==> src/hdl/afe_pkg.sv <==
// analog front end shared definitions
// sample and bus widths, region map, register offsets,
// bus and register structs, handshake state encoding

`default_nettype none

package afe_pkg;

  //----------------------------------------------------------------------
  // widths
  localparam int unsigned SAMPLE_W   = 14; // adc, dac and data path
  localparam int unsigned BUS_W      = 32; // bus addr and data
  localparam int unsigned REGION_LSB = 20; // region field starts here
  localparam int unsigned REGION_W   = 3;  // eight regions
  localparam int unsigned SHIFT_W    = 3;  // feedback shift field

  //----------------------------------------------------------------------
  // region map and region 0 offsets
  localparam logic [REGION_W-1:0] RGN_CTRL = '0; // control bank
  localparam logic [7:0] REG_CTRL = 8'h00;       // enables and shift
  localparam logic [7:0] REG_STEP = 8'h04;       // ramp step
  localparam logic [7:0] REG_ADC  = 8'h08;       // adc pair, read only

  //----------------------------------------------------------------------
  // bus side
  typedef struct packed {
    logic [BUS_W-1:0] addr;  // byte address
    logic [BUS_W-1:0] wdata; // write data
    logic             wr;    // 1 write, 0 read
    logic             req;   // held until ack seen
  } bus_req_t;

  typedef struct packed {
    logic [BUS_W-1:0] rdata; // valid with ack
    logic             ack;
    logic             err;
  } bus_rsp_t;

  typedef struct packed {
    logic             wr_stb; // one cycle
    logic             rd_stb; // one cycle
    logic [7:0]       offset; // byte offset in region
    logic [BUS_W-1:0] wdata;
  } reg_acc_t;

  //----------------------------------------------------------------------
  // data path
  typedef struct packed {
    logic signed [SAMPLE_W-1:0] a; // channel a
    logic signed [SAMPLE_W-1:0] b; // channel b
  } chan_pair_t;

  typedef struct packed {
    logic                gen_en;   // ramp on
    logic                fb_en;    // feedback on
    logic [SHIFT_W-1:0]  fb_shift; // feedback attenuation
    logic [SAMPLE_W-1:0] step;     // phase increment
  } ctrl_t;

  typedef enum logic [1:0] {
    ST_IDLE,
    ST_ACCESS,
    ST_HOLD,
    ST_RELEASE
  } bus_state_e;

endpackage

`default_nettype wire
==> src/hdl/afe_top.sv <==
// two channel analog front end core on the adc clock
// adc -> code conversion -> ramp plus feedback mix -> dac,
// three cycles deep; register bank behind the system bus

`timescale 1ns/100ps
`default_nettype none

module afe_top #(
  parameter int unsigned SAMPLE_W = 14
) (
  input  logic                adc_clk,
  input  logic                arst_n_i,
  input  afe_pkg::bus_req_t   bus_req_i,
  output afe_pkg::bus_rsp_t   bus_rsp_o,
  input  logic [SAMPLE_W-1:0] adc_dat_a_i,
  input  logic [SAMPLE_W-1:0] adc_dat_b_i,
  output logic [SAMPLE_W-1:0] dac_dat_a_o,
  output logic [SAMPLE_W-1:0] dac_dat_b_o
);

  afe_pkg::reg_acc_t          reg_acc;   // region 0 strobe
  logic [afe_pkg::BUS_W-1:0]  reg_rdata;
  logic                       reg_err;
  afe_pkg::ctrl_t             ctrl;
  afe_pkg::chan_pair_t        adc_smp;   // converted adc pair
  afe_pkg::chan_pair_t        mix;       // saturated sum
  logic signed [SAMPLE_W-1:0] ramp;

  //----------------------------------------------------------------------
  // system bus and registers
  bus_fsm i_bus (
    .adc_clk     (adc_clk),
    .arst_n_i    (arst_n_i),
    .bus_req_i   (bus_req_i),
    .bus_rsp_o   (bus_rsp_o),
    .reg_acc_o   (reg_acc),
    .reg_rdata_i (reg_rdata),
    .reg_err_i   (reg_err)
  );

  ctrl_regs i_regs (
    .adc_clk     (adc_clk),
    .arst_n_i    (arst_n_i),
    .reg_acc_i   (reg_acc),
    .adc_smp_i   (adc_smp),
    .reg_rdata_o (reg_rdata),
    .reg_err_o   (reg_err),
    .ctrl_o      (ctrl)
  );

  //----------------------------------------------------------------------
  // data path
  code_conv #(.SAMPLE_W(SAMPLE_W)) i_conv (
    .adc_clk     (adc_clk),
    .arst_n_i    (arst_n_i),
    .adc_dat_a_i (adc_dat_a_i),
    .adc_dat_b_i (adc_dat_b_i),
    .adc_smp_o   (adc_smp),
    .dac_smp_i   (mix),
    .dac_dat_a_o (dac_dat_a_o),
    .dac_dat_b_o (dac_dat_b_o)
  );

  ramp_gen #(.SAMPLE_W(SAMPLE_W)) i_ramp (
    .adc_clk  (adc_clk),
    .arst_n_i (arst_n_i),
    .ctrl_i   (ctrl),
    .ramp_o   (ramp)
  );

  mix_sat #(.SAMPLE_W(SAMPLE_W)) i_mix (
    .adc_clk   (adc_clk),
    .arst_n_i  (arst_n_i),
    .adc_smp_i (adc_smp),
    .ramp_i    (ramp),
    .ctrl_i    (ctrl),
    .mix_o     (mix)
  );

endmodule

`default_nettype wire

==> src/hdl/mix_sat.sv <==
// mixer with saturation, one lane per channel
// adds the ramp to the shifted adc feedback in a one bit
// wider sum and clamps it back to the signed sample range

`timescale 1ns/100ps
`default_nettype none

module mix_sat #(
  parameter int unsigned SAMPLE_W = 14
) (
  input  logic                       adc_clk,
  input  logic                       arst_n_i,
  input  afe_pkg::chan_pair_t        adc_smp_i,
  input  logic signed [SAMPLE_W-1:0] ramp_i,
  input  afe_pkg::ctrl_t             ctrl_i,
  output afe_pkg::chan_pair_t        mix_o
);

  logic signed [SAMPLE_W-1:0] ramp_term; // zero while gen off
  logic signed [SAMPLE_W-1:0] fb_a;
  logic signed [SAMPLE_W-1:0] fb_b;
  logic signed [SAMPLE_W:0]   sum_a;     // one guard bit
  logic signed [SAMPLE_W:0]   sum_b;
  afe_pkg::chan_pair_t        mix_q;

  // clamp when the two top bits differ
  function automatic logic signed [SAMPLE_W-1:0] sat(input logic signed [SAMPLE_W:0] s);
    if (s[SAMPLE_W] != s[SAMPLE_W-1]) begin
      return {s[SAMPLE_W], {(SAMPLE_W-1){~s[SAMPLE_W]}}};
    end
    return s[SAMPLE_W-1:0];
  endfunction

  //----------------------------------------------------------------------
  // feedback and sum
  always_comb begin
    ramp_term = ctrl_i.gen_en ? ramp_i : '0;
    fb_a      = '0;
    fb_b      = '0;
    if (ctrl_i.fb_en) begin
      fb_a = $signed(adc_smp_i.a) >>> ctrl_i.fb_shift; // keeps sign
      fb_b = $signed(adc_smp_i.b) >>> ctrl_i.fb_shift;
    end
    sum_a = ramp_term + fb_a; // sign extended to SAMPLE_W+1
    sum_b = ramp_term + fb_b;
  end

  always_ff @(posedge adc_clk or negedge arst_n_i) begin
    if (!arst_n_i) begin
      mix_q <= '0;
    end else begin
      mix_q.a <= sat(sum_a);
      mix_q.b <= sat(sum_b);
    end
  end

  assign mix_o = mix_q;

  // in-range sums pass untouched
  a_pass_a : assert property (
    @(posedge adc_clk) disable iff (!arst_n_i)
    (sum_a[SAMPLE_W] == sum_a[SAMPLE_W-1]) |=> (mix_o.a == $past(sum_a[SAMPLE_W-1:0]))
  ) else $error("channel a altered an in-range sum");

  a_pass_b : assert property (
    @(posedge adc_clk) disable iff (!arst_n_i)
    (sum_b[SAMPLE_W] == sum_b[SAMPLE_W-1]) |=> (mix_o.b == $past(sum_b[SAMPLE_W-1:0]))
  ) else $error("channel b altered an in-range sum");

endmodule

`default_nettype wire

==> src/hdl/code_conv.sv <==
// analog interface code conversion, both directions registered
// adc words come in as unsigned negative slope codes and leave
// as two's complement; dac words go the opposite way
// both use the same rule: keep the msb, invert the rest

`timescale 1ns/100ps
`default_nettype none

module code_conv #(
  parameter int unsigned SAMPLE_W = 14
) (
  input  logic                adc_clk,
  input  logic                arst_n_i,
  input  logic [SAMPLE_W-1:0] adc_dat_a_i,
  input  logic [SAMPLE_W-1:0] adc_dat_b_i,
  output afe_pkg::chan_pair_t adc_smp_o,
  input  afe_pkg::chan_pair_t dac_smp_i,
  output logic [SAMPLE_W-1:0] dac_dat_a_o,
  output logic [SAMPLE_W-1:0] dac_dat_b_o
);

  localparam logic [SAMPLE_W-1:0] DAC_ZERO = {1'b0, {(SAMPLE_W-1){1'b1}}}; // 0x1FFF at 14 bits

  afe_pkg::chan_pair_t adc_q;
  logic [SAMPLE_W-1:0] dac_a_q;
  logic [SAMPLE_W-1:0] dac_b_q;

  function automatic logic [SAMPLE_W-1:0] flip_code(input logic [SAMPLE_W-1:0] c);
    return {c[SAMPLE_W-1], ~c[SAMPLE_W-2:0]};
  endfunction

  //----------------------------------------------------------------------
  // adc side, first stage of the data path
  always_ff @(posedge adc_clk or negedge arst_n_i) begin
    if (!arst_n_i) begin
      adc_q <= '0;
    end else begin
      adc_q.a <= flip_code(adc_dat_a_i);
      adc_q.b <= flip_code(adc_dat_b_i);
    end
  end

  //----------------------------------------------------------------------
  // dac side, last stage
  always_ff @(posedge adc_clk or negedge arst_n_i) begin
    if (!arst_n_i) begin
      dac_a_q <= DAC_ZERO; // mid scale out of reset
      dac_b_q <= DAC_ZERO;
    end else begin
      dac_a_q <= flip_code(dac_smp_i.a);
      dac_b_q <= flip_code(dac_smp_i.b);
    end
  end

  assign adc_smp_o   = adc_q;
  assign dac_dat_a_o = dac_a_q;
  assign dac_dat_b_o = dac_b_q;

endmodule

`default_nettype wire

==> src/hdl/ramp_gen.sv <==
// ramp generator, reduced stand-in for the signal generator
// phase accumulator that clears while disabled and wraps
// modulo 2^SAMPLE_W while enabled

`timescale 1ns/100ps
`default_nettype none

module ramp_gen #(
  parameter int unsigned SAMPLE_W = 14
) (
  input  logic                       adc_clk,
  input  logic                       arst_n_i,
  input  afe_pkg::ctrl_t             ctrl_i,
  output logic signed [SAMPLE_W-1:0] ramp_o
);

  logic [SAMPLE_W-1:0] phase_q;
  logic [SAMPLE_W-1:0] step;

  assign step = ctrl_i.step[SAMPLE_W-1:0];

  //----------------------------------------------------------------------
  // phase counter
  always_ff @(posedge adc_clk or negedge arst_n_i) begin
    if (!arst_n_i) begin
      phase_q <= '0;
    end else if (!ctrl_i.gen_en) begin
      phase_q <= '0;            // hold at zero while off
    end else begin
      phase_q <= phase_q + step; // natural wrap
    end
  end

  // phase read as two's complement
  assign ramp_o = $signed(phase_q);

endmodule

`default_nettype wire

==> src/hdl/ctrl_regs.sv <==
// control and status register bank, bus region 0
// holds the enables, feedback shift and ramp step,
// reads back the latest converted adc pair

`timescale 1ns/100ps
`default_nettype none

module ctrl_regs (
  input  logic                      adc_clk,
  input  logic                      arst_n_i,
  input  afe_pkg::reg_acc_t         reg_acc_i,
  input  afe_pkg::chan_pair_t       adc_smp_i,
  output logic [afe_pkg::BUS_W-1:0] reg_rdata_o,
  output logic                      reg_err_o,
  output afe_pkg::ctrl_t            ctrl_o
);

  localparam int unsigned HALF_W = afe_pkg::BUS_W / 2; // one adc channel per half

  afe_pkg::ctrl_t      ctrl_q;
  afe_pkg::chan_pair_t adc_q;   // status copy for REG_ADC
  logic                any_stb;

  assign any_stb = reg_acc_i.wr_stb | reg_acc_i.rd_stb;

  //----------------------------------------------------------------------
  // writable registers
  always_ff @(posedge adc_clk or negedge arst_n_i) begin
    if (!arst_n_i) begin
      ctrl_q <= '0; // ramp and feedback off
    end else if (reg_acc_i.wr_stb) begin
      case (reg_acc_i.offset)
        afe_pkg::REG_CTRL: begin
          ctrl_q.gen_en   <= reg_acc_i.wdata[0];
          ctrl_q.fb_en    <= reg_acc_i.wdata[1];
          ctrl_q.fb_shift <= reg_acc_i.wdata[4 +: afe_pkg::SHIFT_W];
        end
        afe_pkg::REG_STEP: ctrl_q.step <= reg_acc_i.wdata[afe_pkg::SAMPLE_W-1:0];
        default: ; // read only or unknown
      endcase
    end
  end

  // adc status, refreshed every cycle
  always_ff @(posedge adc_clk) begin
    adc_q <= adc_smp_i;
  end

  //----------------------------------------------------------------------
  // read mux and error flag, same cycle as the strobe
  always_comb begin
    reg_rdata_o = '0;
    reg_err_o   = 1'b0;
    case (reg_acc_i.offset)
      afe_pkg::REG_CTRL: begin
        reg_rdata_o[0]                    = ctrl_q.gen_en;
        reg_rdata_o[1]                    = ctrl_q.fb_en;
        reg_rdata_o[4 +: afe_pkg::SHIFT_W] = ctrl_q.fb_shift;
      end
      afe_pkg::REG_STEP: reg_rdata_o[afe_pkg::SAMPLE_W-1:0] = ctrl_q.step;
      afe_pkg::REG_ADC: begin
        reg_rdata_o[HALF_W-1:0] =
          {{(HALF_W-afe_pkg::SAMPLE_W){adc_q.a[afe_pkg::SAMPLE_W-1]}}, adc_q.a};
        reg_rdata_o[afe_pkg::BUS_W-1:HALF_W] =
          {{(HALF_W-afe_pkg::SAMPLE_W){adc_q.b[afe_pkg::SAMPLE_W-1]}}, adc_q.b};
        reg_err_o = reg_acc_i.wr_stb; // no writes here
      end
      default: reg_err_o = any_stb; // unknown offset
    endcase
  end

  assign ctrl_o = ctrl_q;

  a_one_stb : assert property (
    @(posedge adc_clk) disable iff (!arst_n_i)
    !(reg_acc_i.rd_stb && reg_acc_i.wr_stb)
  ) else $error("read and write strobe together");

endmodule

`default_nettype wire

==> src/hdl/bus_fsm.sv <==
// system bus decoder with a four-phase req/ack handshake
// splits the address into eight regions by the region field,
// strobes the region 0 register bank and answers unmapped
// regions with zero data and no error

`timescale 1ns/100ps
`default_nettype none

module bus_fsm (
  input  logic                          adc_clk,
  input  logic                          arst_n_i,
  input  afe_pkg::bus_req_t             bus_req_i,
  output afe_pkg::bus_rsp_t             bus_rsp_o,
  output afe_pkg::reg_acc_t             reg_acc_o,
  input  logic [afe_pkg::BUS_W-1:0]     reg_rdata_i,
  input  logic                          reg_err_i
);

  afe_pkg::bus_state_e            state_q;
  afe_pkg::bus_state_e            state_d;
  logic [afe_pkg::REGION_W-1:0]   region;   // addr[22:20]
  logic                           cs_ctrl;  // region 0 select
  logic                           in_access;
  logic                           ack_q;
  logic                           err_q;
  logic [afe_pkg::BUS_W-1:0]      rdata_q;

  //----------------------------------------------------------------------
  // region decode, only looked at in ST_ACCESS
  assign region    = bus_req_i.addr[afe_pkg::REGION_LSB +: afe_pkg::REGION_W];
  assign cs_ctrl   = (region == afe_pkg::RGN_CTRL);
  assign in_access = (state_q == afe_pkg::ST_ACCESS);

  // strobe to the register bank
  assign reg_acc_o.wr_stb = in_access & cs_ctrl & bus_req_i.wr;
  assign reg_acc_o.rd_stb = in_access & cs_ctrl & ~bus_req_i.wr;
  assign reg_acc_o.offset = bus_req_i.addr[7:0];
  assign reg_acc_o.wdata  = bus_req_i.wdata;

  //----------------------------------------------------------------------
  // handshake state machine
  always_comb begin
    state_d = state_q;
    case (state_q)
      afe_pkg::ST_IDLE:    if (bus_req_i.req) state_d = afe_pkg::ST_ACCESS;
      afe_pkg::ST_ACCESS:  state_d = afe_pkg::ST_HOLD;     // ack goes up here
      afe_pkg::ST_HOLD:    if (!bus_req_i.req) state_d = afe_pkg::ST_RELEASE;
      afe_pkg::ST_RELEASE: state_d = afe_pkg::ST_IDLE;     // ack drops here
      default:             state_d = afe_pkg::ST_IDLE;
    endcase
  end

  always_ff @(posedge adc_clk or negedge arst_n_i) begin
    if (!arst_n_i) begin
      state_q <= afe_pkg::ST_IDLE;
      ack_q   <= 1'b0;
      err_q   <= 1'b0;
    end else begin
      state_q <= state_d;
      if (in_access) begin
        ack_q <= 1'b1;
        err_q <= cs_ctrl & reg_err_i; // unmapped never errs
      end else if (state_q == afe_pkg::ST_RELEASE) begin
        ack_q <= 1'b0;
        err_q <= 1'b0;
      end
    end
  end

  // read data select, zero for spare regions
  always_ff @(posedge adc_clk) begin
    if (in_access) begin
      rdata_q <= cs_ctrl ? reg_rdata_i : '0;
    end
  end

  assign bus_rsp_o.rdata = rdata_q;
  assign bus_rsp_o.ack   = ack_q;
  assign bus_rsp_o.err   = err_q;

  //----------------------------------------------------------------------
  // protocol checks
  a_ack_needs_req : assert property (
    @(posedge adc_clk) disable iff (!arst_n_i)
    $rose(ack_q) |-> $past(bus_req_i.req)
  ) else $error("ack rose without req");

  // strobe only in the cycle that follows a request seen in ST_IDLE
  a_stb_in_access : assert property (
    @(posedge adc_clk) disable iff (!arst_n_i)
    (reg_acc_o.wr_stb || reg_acc_o.rd_stb) |->
      $past(state_q == afe_pkg::ST_IDLE && bus_req_i.req) ##1
      !(reg_acc_o.wr_stb || reg_acc_o.rd_stb)
  ) else $error("register strobe outside ST_ACCESS");

endmodule

`default_nettype wire

==> config.mk <==
export PLATFORM = sky130hd
export DESIGN_NAME = afe_top
export DESIGN_NICKNAME = d
export VERILOG_FILES = /design/src/hdl/afe_pkg.sv /design/src/hdl/afe_top.sv /design/src/hdl/mix_sat.sv /design/src/hdl/code_conv.sv /design/src/hdl/ramp_gen.sv /design/src/hdl/ctrl_regs.sv /design/src/hdl/bus_fsm.sv
export SDC_FILE = /design/constraint.sdc
export NUM_CORES = 1
export LEC_CHECK = 0
export ABC_AREA = 1
export BUFFER_PORTS_ARGS = -buffer_cell sky130_fd_sc_hd__buf_2
export CORE_ASPECT_RATIO = 1.1
export CORE_MARGIN = 1.5
export CORE_UTILIZATION = 40
export DETAILED_ROUTE_END_ITERATION = 7
export GPL_TIMING_DRIVEN = 0
export PLACE_DENSITY_LB_ADDON = 0.3
export SLEW_MARGIN = 20
export SYNTH_ARGS = -nofsm -noshare
export SYNTH_HDL_FRONTEND = slang
export SYNTH_SLANG_ARGS = --single-unit
==> constraint.sdc <==
create_clock -name adc_clk -period 3 [get_ports adc_clk]
set_clock_uncertainty 0.15 [all_clocks]
set_input_delay 0.15 -clock adc_clk [delete_from_list [all_inputs] [get_ports adc_clk]]
set_output_delay 0.15 -clock adc_clk [all_outputs]
set_load 0.05 [all_outputs]
**After elaboration in Yosys (flattened, before gate mapping)**

Index checks and enable logic that the tools add are counted.

- Input bits: 96
- Word-level logic and storage cells: 74
- Register bits: 179
- Output and inout port bits: 62

- Reduce and logical (&&, ||, !) cells: 9
- Eq/ne operators: 9
- Bitwise operators: 12
- Shift-type cells: 2
- Multiplexer cells: 21
- Add/sub/neg operators: 3

Operators by type and width:

| kind | count |
|---|---|
| two-way mux 14 bit | 8 |
| inverter 13 bit | 4 |
| adder 14 x 14 -> 15 bit | 2 |
| >>> shifter 14 x 3 -> 14 bit | 2 |
| adder 14 bit | 1 |
| case mux 7 bit (2 select lines) | 1 |
| case mux 3 bit (3 select lines) | 1 |
| == test 8 x 3 -> 1 bit (second input constant) | 1 |
| == test 8 x 4 -> 1 bit (second input constant) | 1 |
| zero test 8 bit | 1 |
| case mux 2 bit (4 select lines) | 1 |
| AND reduction 2 bit | 4 |
| case mux 2 bit (3 select lines) | 1 |
| two-way mux 1 bit | 5 |
| AND 1 bit | 4 |
| == test 2 bit (second input constant) | 2 |
| two-way mux 2 bit | 2 |
| != test 2 bit (second input constant) | 2 |
| case mux 2 bit (2 select lines) | 1 |
| zero test 3 bit | 1 |
| inverter 1 bit | 3 |
| == test 2 x 1 -> 1 bit (second input constant) | 1 |
| zero test 2 bit | 1 |
| != test 1 bit | 2 |
| 4 further kinds | 4 |

**Logic depth before layout (Yosys ltp)**

- Depth in word-level cells: 7
- Depth in mapped cells: 23
- Depth with buffers taken out: 20

**Cells and area by module**

A second synthesis with hierarchy kept.

- Cells, all modules: 1,255
- Area total of the unflattened synthesis: 10,119.7 um^2

By module, submodules not included:

| module | cells an instance | instances | area each (um^2) |
|---|---|---|---|
| mix_sat | 563 | 1 | 3,490.8 |
| bus_fsm | 179 | 1 | 1,966.9 |
| ctrl_regs | 225 | 1 | 1,835.5 |
| code_conv | 108 | 1 | 1,629.1 |
| ramp_gen | 180 | 1 | 1,197.4 |

**Worst setup path after synthesis**

No wires, ideal clock.

- Kind: reg-to-reg
- From: register i_regs.ctrl_q (netlist bit i_regs.ctrl_o[14])
- To: register i_mix.mix_q (netlist bit i_mix.mix_o[24])
- Stages on the path, launching flop included: 24
- Arrival time: 2,582 ps
- Setup slack: 151 ps
- Setup time: 118 ps
- Data required time: 2,732 ps
- Buffers on the path: 3
- Path through: dfrtp_1 -> buf_2 -> inv_1 -> buf_2 -> nand2_1 -> nand2_1 -> nand2_1 -> o21ai_0 -> nand2_1 -> a21oi_1 -> ha_1 -> inv_1 -> fa_1 -> inv_1 -> nand2_1 -> nand3_2 -> nand2_1 -> nand2_1 -> nand2_2 -> nand2_2 -> nand2_2 -> buf_6 -> nand2_1 -> nand2_1

- Word-level cells in the longest chain between the ends: 6

Ends and longest elaborated chain:

| what | RTL line | source |
|---|---|---|
| start, declared | ctrl_regs.sv:20 | `afe_pkg::ctrl_t ctrl_q;` |
| >>> shifter 14 x 3 -> 14 bit * | mix_sat.sv:41 | `fb_a = $signed(adc_smp_i.a) >>> ctrl_i.fb_shift;` |
| two-way mux 14 bit * | mix_sat.sv:40 | `if (ctrl_i.fb_en) begin` |
| adder 14 x 14 -> 15 bit * | mix_sat.sv:44 | `sum_a = ramp_term + fb_a;` |
| != test 1 bit / inverter 1 bit (equally long branches) | mix_sat.sv:28, mix_sat.sv:29 |  |
| two-way mux 1 bit / two-way mux 14 bit (equally long branches) | mix_sat.sv:28 | `if (s[SAMPLE_W] != s[SAMPLE_W-1]) begin` |
| two-way mux 14 bit * | mix_sat.sv:31 | `return s[SAMPLE_W-1:0];` |
| end, declared | mix_sat.sv:24 | `afe_pkg::chan_pair_t mix_q;` |

Every way passes the cells marked *; elsewhere a longest branch is shown, timed or not. The select of a mux whose other input is x is not followed.
A chain may end at the register's enable or synchronous reset.

**Worst setup path after layout**

- From: register i_regs.ctrl_q (netlist bit i_regs.ctrl_o[14])
- To: register i_mix.mix_q (netlist bit i_mix.mix_o[21])

Same word-level chain as after synthesis.

==> impl_summary.md <==
Placement
The congestion estimate from routability-driven global placement came to 0.8965. The detailed-placement wirelength estimate is 16.63 mm. The count of buffers from port buffering is 118. Summing all placed instances gives a cell area of 9975 sq um. The instance count after placement with tap cells included is 1467.

GRT
The initial antenna violation count is 0. The combined global-route utilization of all metal layers is 19.30%. The via count of the first global-routing pass is 7088.

The total overflow left after global routing is 0. The first global-routing pass estimated 35.31 mm of wire. Entering global routing, the biggest net connects 64 pins.

Logic synthesis
The register bit count reported by yosys is 178. During synthesis, Yosys emitted a total of 0 warnings. Each instance of the synthesized netlist takes up on average 8.527 sq um. Of the synthesized area, sequential elements account for 50.03%. The cell count after synthesis came out at 1053. The most used flip-flop cell after synthesis is sky130_fd_sc_hd__dfrtp_1. By area the synthesized netlist is led by sky130_fd_sc_hd__dfrtp_1 26%, sky130_fd_sc_hd__nand2_1 12%, sky130_fd_sc_hd__edfxtp_1 9.7%, sky130_fd_sc_hd__dfstp_2 7.6%, sky130_fd_sc_hd__ha_1 6.5%. Yosys mapped a number of flops with a built-in enable equal to 29.

sky130_fd_sc_hd__dfrtp_1 takes more of the synthesized area than any other cell. Synthesis instantiated 45 different standard cells from the library. After synthesis, the largest area contributor takes up 26.48% of total cell area. The synthesized netlist net count is 1199. The share of synthesized flip-flops with an asynchronous set or reset is 67.98%.

After synthesis the cells add up to 8979 sq um.

Clock network
TritonCTS built the clock tree. The number of buffers on the longest clock path is 2. Counting the buffers created by CTS gives 17. The clock drives 178 sinks. After clock tree synthesis, the clock-pin slew on the worst setup and hold paths is 0.07 ns. At the later pin of the worst-skew pair, clock insertion delay measures 0.43 ns. The number of H-tree levels is 4.

The CTS root buffer is sky130_fd_sc_hd__clkbuf_16.

Timing
In this run the tightest slew margin relative to its limit is 47.20%. Dividing the final minimum period by the clock period gives 100.9%. The hold violation count in the final report came to 0. Based on the critical path, the design can be clocked at up to 330.2 MHz. The final count of negative-setup-slack endpoints is 10. Setup repair after global routing could not meet its margin everywhere.

Across all setup checks in the final design, the least slack found is -0.02845 ns. At the pin with the least slew margin, the transition time is 0.7920 ns. The shortest period the worst path allows is 3.028 ns. The final max-slew violation count came to 0.

Flow run
The number of max-cap violations is 0.

Detailed routing
The number of DRC markers after the initial detailed-route iteration is 385. The number of nets still failing antenna checks after routing is 0. After detailed routing, the number of remaining DRC violations is 0. After detailed routing, the number of vias per cell comes to 4.781. Across all layers, the routed design uses 7496 vias. Dividing the detail-routed wire length by the instance count gives 14.30 um. The total length of routed wires is 22.42 mm. The number of detailed-routing iterations run before antenna repair is 5.

Critical path
The worst setup path is launched from a flip-flop. The worst reg-to-reg setup slack is -0.03 ns. The worst setup path is of the reg -> reg kind.

In this run the worst path has a maximum fanout of 8. The kind of capture point of the worst setup path is a flip-flop. The worst flop-to-flop path endpoint is i_mix.mix_o[21]$_DFF_PN0_. The worst register-to-register path begins at i_regs.ctrl_o[14]$_DFFE_PN0P_. Data on the critical path is required at its endpoint by 3.17 ns. The worst register-to-register path has a depth of 20. At the worst endpoint, the arrival time is 3.20 ns.

Floorplan
In this run the standard cell core region covers 22040 sq um. The x dimension of the die is 145.9 um. Once the floorplan was initialized, standard cells occupied 40.74% of the core. The number of placed I/O pins is 158. The die is 160.1 um tall.

The area enclosed by the die boundary is 23360 sq um. Row generation in the floorplan step produced 57 rows.

Status
The run finished, with violations left. The final reports fail on negative setup slack.

Hold path
Along the worst hold path, the cell count comes to 4. The worst hold path begins at bus_req_i[1]. The tightest min-delay check is of the in -> reg type. The end of the worst hold path is i_bus.err_q$_DFFE_PN0P_.

Power
The clock network power share is 36.2%. The relative contribution of combinational cells to total power is 16.4%. Of the total power, the share spent switching nets is 30.57%. The internal portion of the total power is 4.003 mW. The total leakage power is 6.085 nW.

IR analysis of the VDD net gives a maximum drop of 0.0002897 V. The proportion of power drawn by flip-flops and latches is 47.3%. The net switching power is 1.763 mW.

The total power after layout is 5.766 mW. In this run the power density over the cells is 486.2 nW/um^2.

Finish
The final instance count without filler cells is 1568. The share of cells above drive strength 1 is 29.07%. The number of nets in the layout is 1406.

The area added between synthesis and finish is 32.11%. The post-layout instance area is 11860 sq um. The number of diodes added for antenna fixing is 0. The fill cell total of the finished layout is 2011.
## worst max-delay path, stage by stage, from the launching register on
cell	delay, ns
sky130_fd_sc_hd__dfrtp_1	0.35
sky130_fd_sc_hd__buf_6	0.18
sky130_fd_sc_hd__inv_6	0.05
sky130_fd_sc_hd__buf_6	0.13
sky130_fd_sc_hd__buf_4	0.14
sky130_fd_sc_hd__nand2_1	0.05
sky130_fd_sc_hd__nand2_1	0.06
sky130_fd_sc_hd__o211ai_1	0.23
sky130_fd_sc_hd__a21oi_1	0.12
sky130_fd_sc_hd__ha_1	0.37
sky130_fd_sc_hd__nand2_1	0.10
sky130_fd_sc_hd__nand3b_1	0.18
sky130_fd_sc_hd__nand2_1	0.13
sky130_fd_sc_hd__nand2_1	0.10
sky130_fd_sc_hd__nand2_1	0.08
sky130_fd_sc_hd__nand2_2	0.07
sky130_fd_sc_hd__nand2_2	0.10
sky130_fd_sc_hd__nand2_4	0.07
sky130_fd_sc_hd__buf_6	0.14
sky130_fd_sc_hd__nand2_2	0.05
sky130_fd_sc_hd__nand2_1	0.05
## cells by family (layout without fill, tap and decap cells)
family	count (synthesis)	after routing	synth area share (%)
flip-flops	178	178	50.03
adder cells (fa/ha/maj)	50	50	7.218
AND/OR/NAND/NOR	448	448	20.94
multiplexers	23	23	2.703
AO/OA/AOI/OAI	139	139	8.250
XOR/XNOR	23	23	2.244
buffers and inverters	192	412	8.612
## what timing repair did
item                                   4_1_cts  5_1_grt
resized for setup                           49      162
setup endpoints to repair                   26       26
setup buffers                                3       16
hold buffers                                46        0
gates cloned                                 1        4
pin swaps                                    3       46
endpoints found under the hold margin      122        0
## synthesized netlist by cell type, types with 3 or more instances
master,n
sky130_fd_sc_hd__mux2i_1,13
sky130_fd_sc_hd__nand3_2,4
sky130_fd_sc_hd__buf_2,9
sky130_fd_sc_hd__nor3_2,3
sky130_fd_sc_hd__mux2_2,8
sky130_fd_sc_hd__clkbuf_1,15
sky130_fd_sc_hd__xor2_1,17
sky130_fd_sc_hd__nand2_1,283
sky130_fd_sc_hd__o21ai_1,5
sky130_fd_sc_hd__nor2_1,80
sky130_fd_sc_hd__o21ai_0,56
sky130_fd_sc_hd__ha_1,47
sky130_fd_sc_hd__nand2_2,8
sky130_fd_sc_hd__buf_4,7
sky130_fd_sc_hd__o211ai_1,7
sky130_fd_sc_hd__dfxtp_1,28
sky130_fd_sc_hd__nand3_1,53
sky130_fd_sc_hd__o21bai_1,4
sky130_fd_sc_hd__nand4_1,3
sky130_fd_sc_hd__inv_1,156
sky130_fd_sc_hd__or2_2,3
sky130_fd_sc_hd__dfstp_2,26
sky130_fd_sc_hd__fa_1,3
sky130_fd_sc_hd__edfxtp_1,29
sky130_fd_sc_hd__a21oi_1,61
sky130_fd_sc_hd__dfrtp_1,95
sky130_fd_sc_hd__xnor2_1,6
## state kept, by name, indices dropped and copies added, names as in the netlist, 14 cells and up
register / flops
i_mix.mix_o: 28
i_conv.adc_smp_o: 28
i_conv.dac_dat_b_o: 14
i_conv.dac_dat_a_o: 14
i_regs.adc_q: 28
i_bus.rdata_q: 29
i_ramp.ramp_o: 14
i_regs.ctrl_o: 19
## through the flow
stage                     TNS (ns)  setup slack (ns)  hold slack (ns)  utilization [%]
after floorplan                  0            0.1506          -0.2956                -
after global placement      -6.304           -0.3383           0.1085            45.10
after detailed placement    -6.635           -0.3310      -0.00007166            45.26
after CTS                        0         0.0001577          0.01604            50.47
after global routing        -2.586           -0.1535          0.05637            53.82
final                      -0.1866          -0.02845          0.03830            53.82
## routing by layer
metal  up-vias  routed length [um]  track usage [%]
li1       3754                   -                -
met1      3528                9792            24.24
met2       176               11150            33.23
met3        38                 870            2.943
met4         0                 608            7.839
met5         -                   0                0
## area by class of cell
class	instances	area, sq um	share of cell area (%)
clock buffers	19	432.9	3.650
flip-flops and latches	178	4492	37.87
multi-input cells	683	4275	36.04
inverters	159	605.6	5.105
well taps	295	369.1	3.112
clock inverters	13	117.6	0.9916
repair buffers	189	1297	10.94
plain buffers	32	271.5	2.289
## how the worst max path moves through the flow
stage                                  startpoint                        end  slack, ns  cells after the start
floorplan           i_regs.ctrl_o[14]$_DFFE_PN0P_  i_mix.mix_o[24]$_DFF_PN0_       0.15                     23
global placement    i_regs.ctrl_o[15]$_DFFE_PN0P_  i_mix.mix_o[10]$_DFF_PN0_      -0.34                     19
detailed placement  i_regs.ctrl_o[15]$_DFFE_PN0P_   i_mix.mix_o[8]$_DFF_PN0_      -0.33                     19
CTS                 i_regs.ctrl_o[14]$_DFFE_PN0P_  i_mix.mix_o[21]$_DFF_PN0_     0.0002                     23
global route        i_regs.ctrl_o[14]$_DFFE_PN0P_  i_mix.mix_o[17]$_DFF_PN0_      -0.15                     19
finish              i_regs.ctrl_o[14]$_DFFE_PN0P_  i_mix.mix_o[21]$_DFF_PN0_      -0.03                     20
## power by group through the flow
stage	sequential, mW	combinational, mW	clock, mW
after CTS	2.73	0.936	2.13
after detailed placement	2.77	0.881	0
after global placement	2.77	0.858	0
after global routing	2.74	1.02	2.24
after floorplan	3.07	0.305	0
final	2.73	0.947	2.09
## layout by cell type, fill, tap and decap left out, drive strengths merged, types with 3 or more instances in the layout
master,synthesis,routed
dfrtp,95,95
mux2,10,10
o21ai,61,61
nand4,5,5
clkinv,1,3
mux2i,13,13
dfstp,26,26
o211ai,7,7
xnor2,6,6
nand2,291,291
nand3,57,57
clkbuf,15,34
fa,3,3
inv,158,167
or2,4,4
o21bai,4,4
a21oi,62,62
nor2,81,81
nor3,5,5
ha,47,47
edfxtp,29,29
xor2,17,17
dlygate4sd3,0,46
dfxtp,28,28
buf,18,160
No activity file was read; power rests on OpenSTA's default activity.
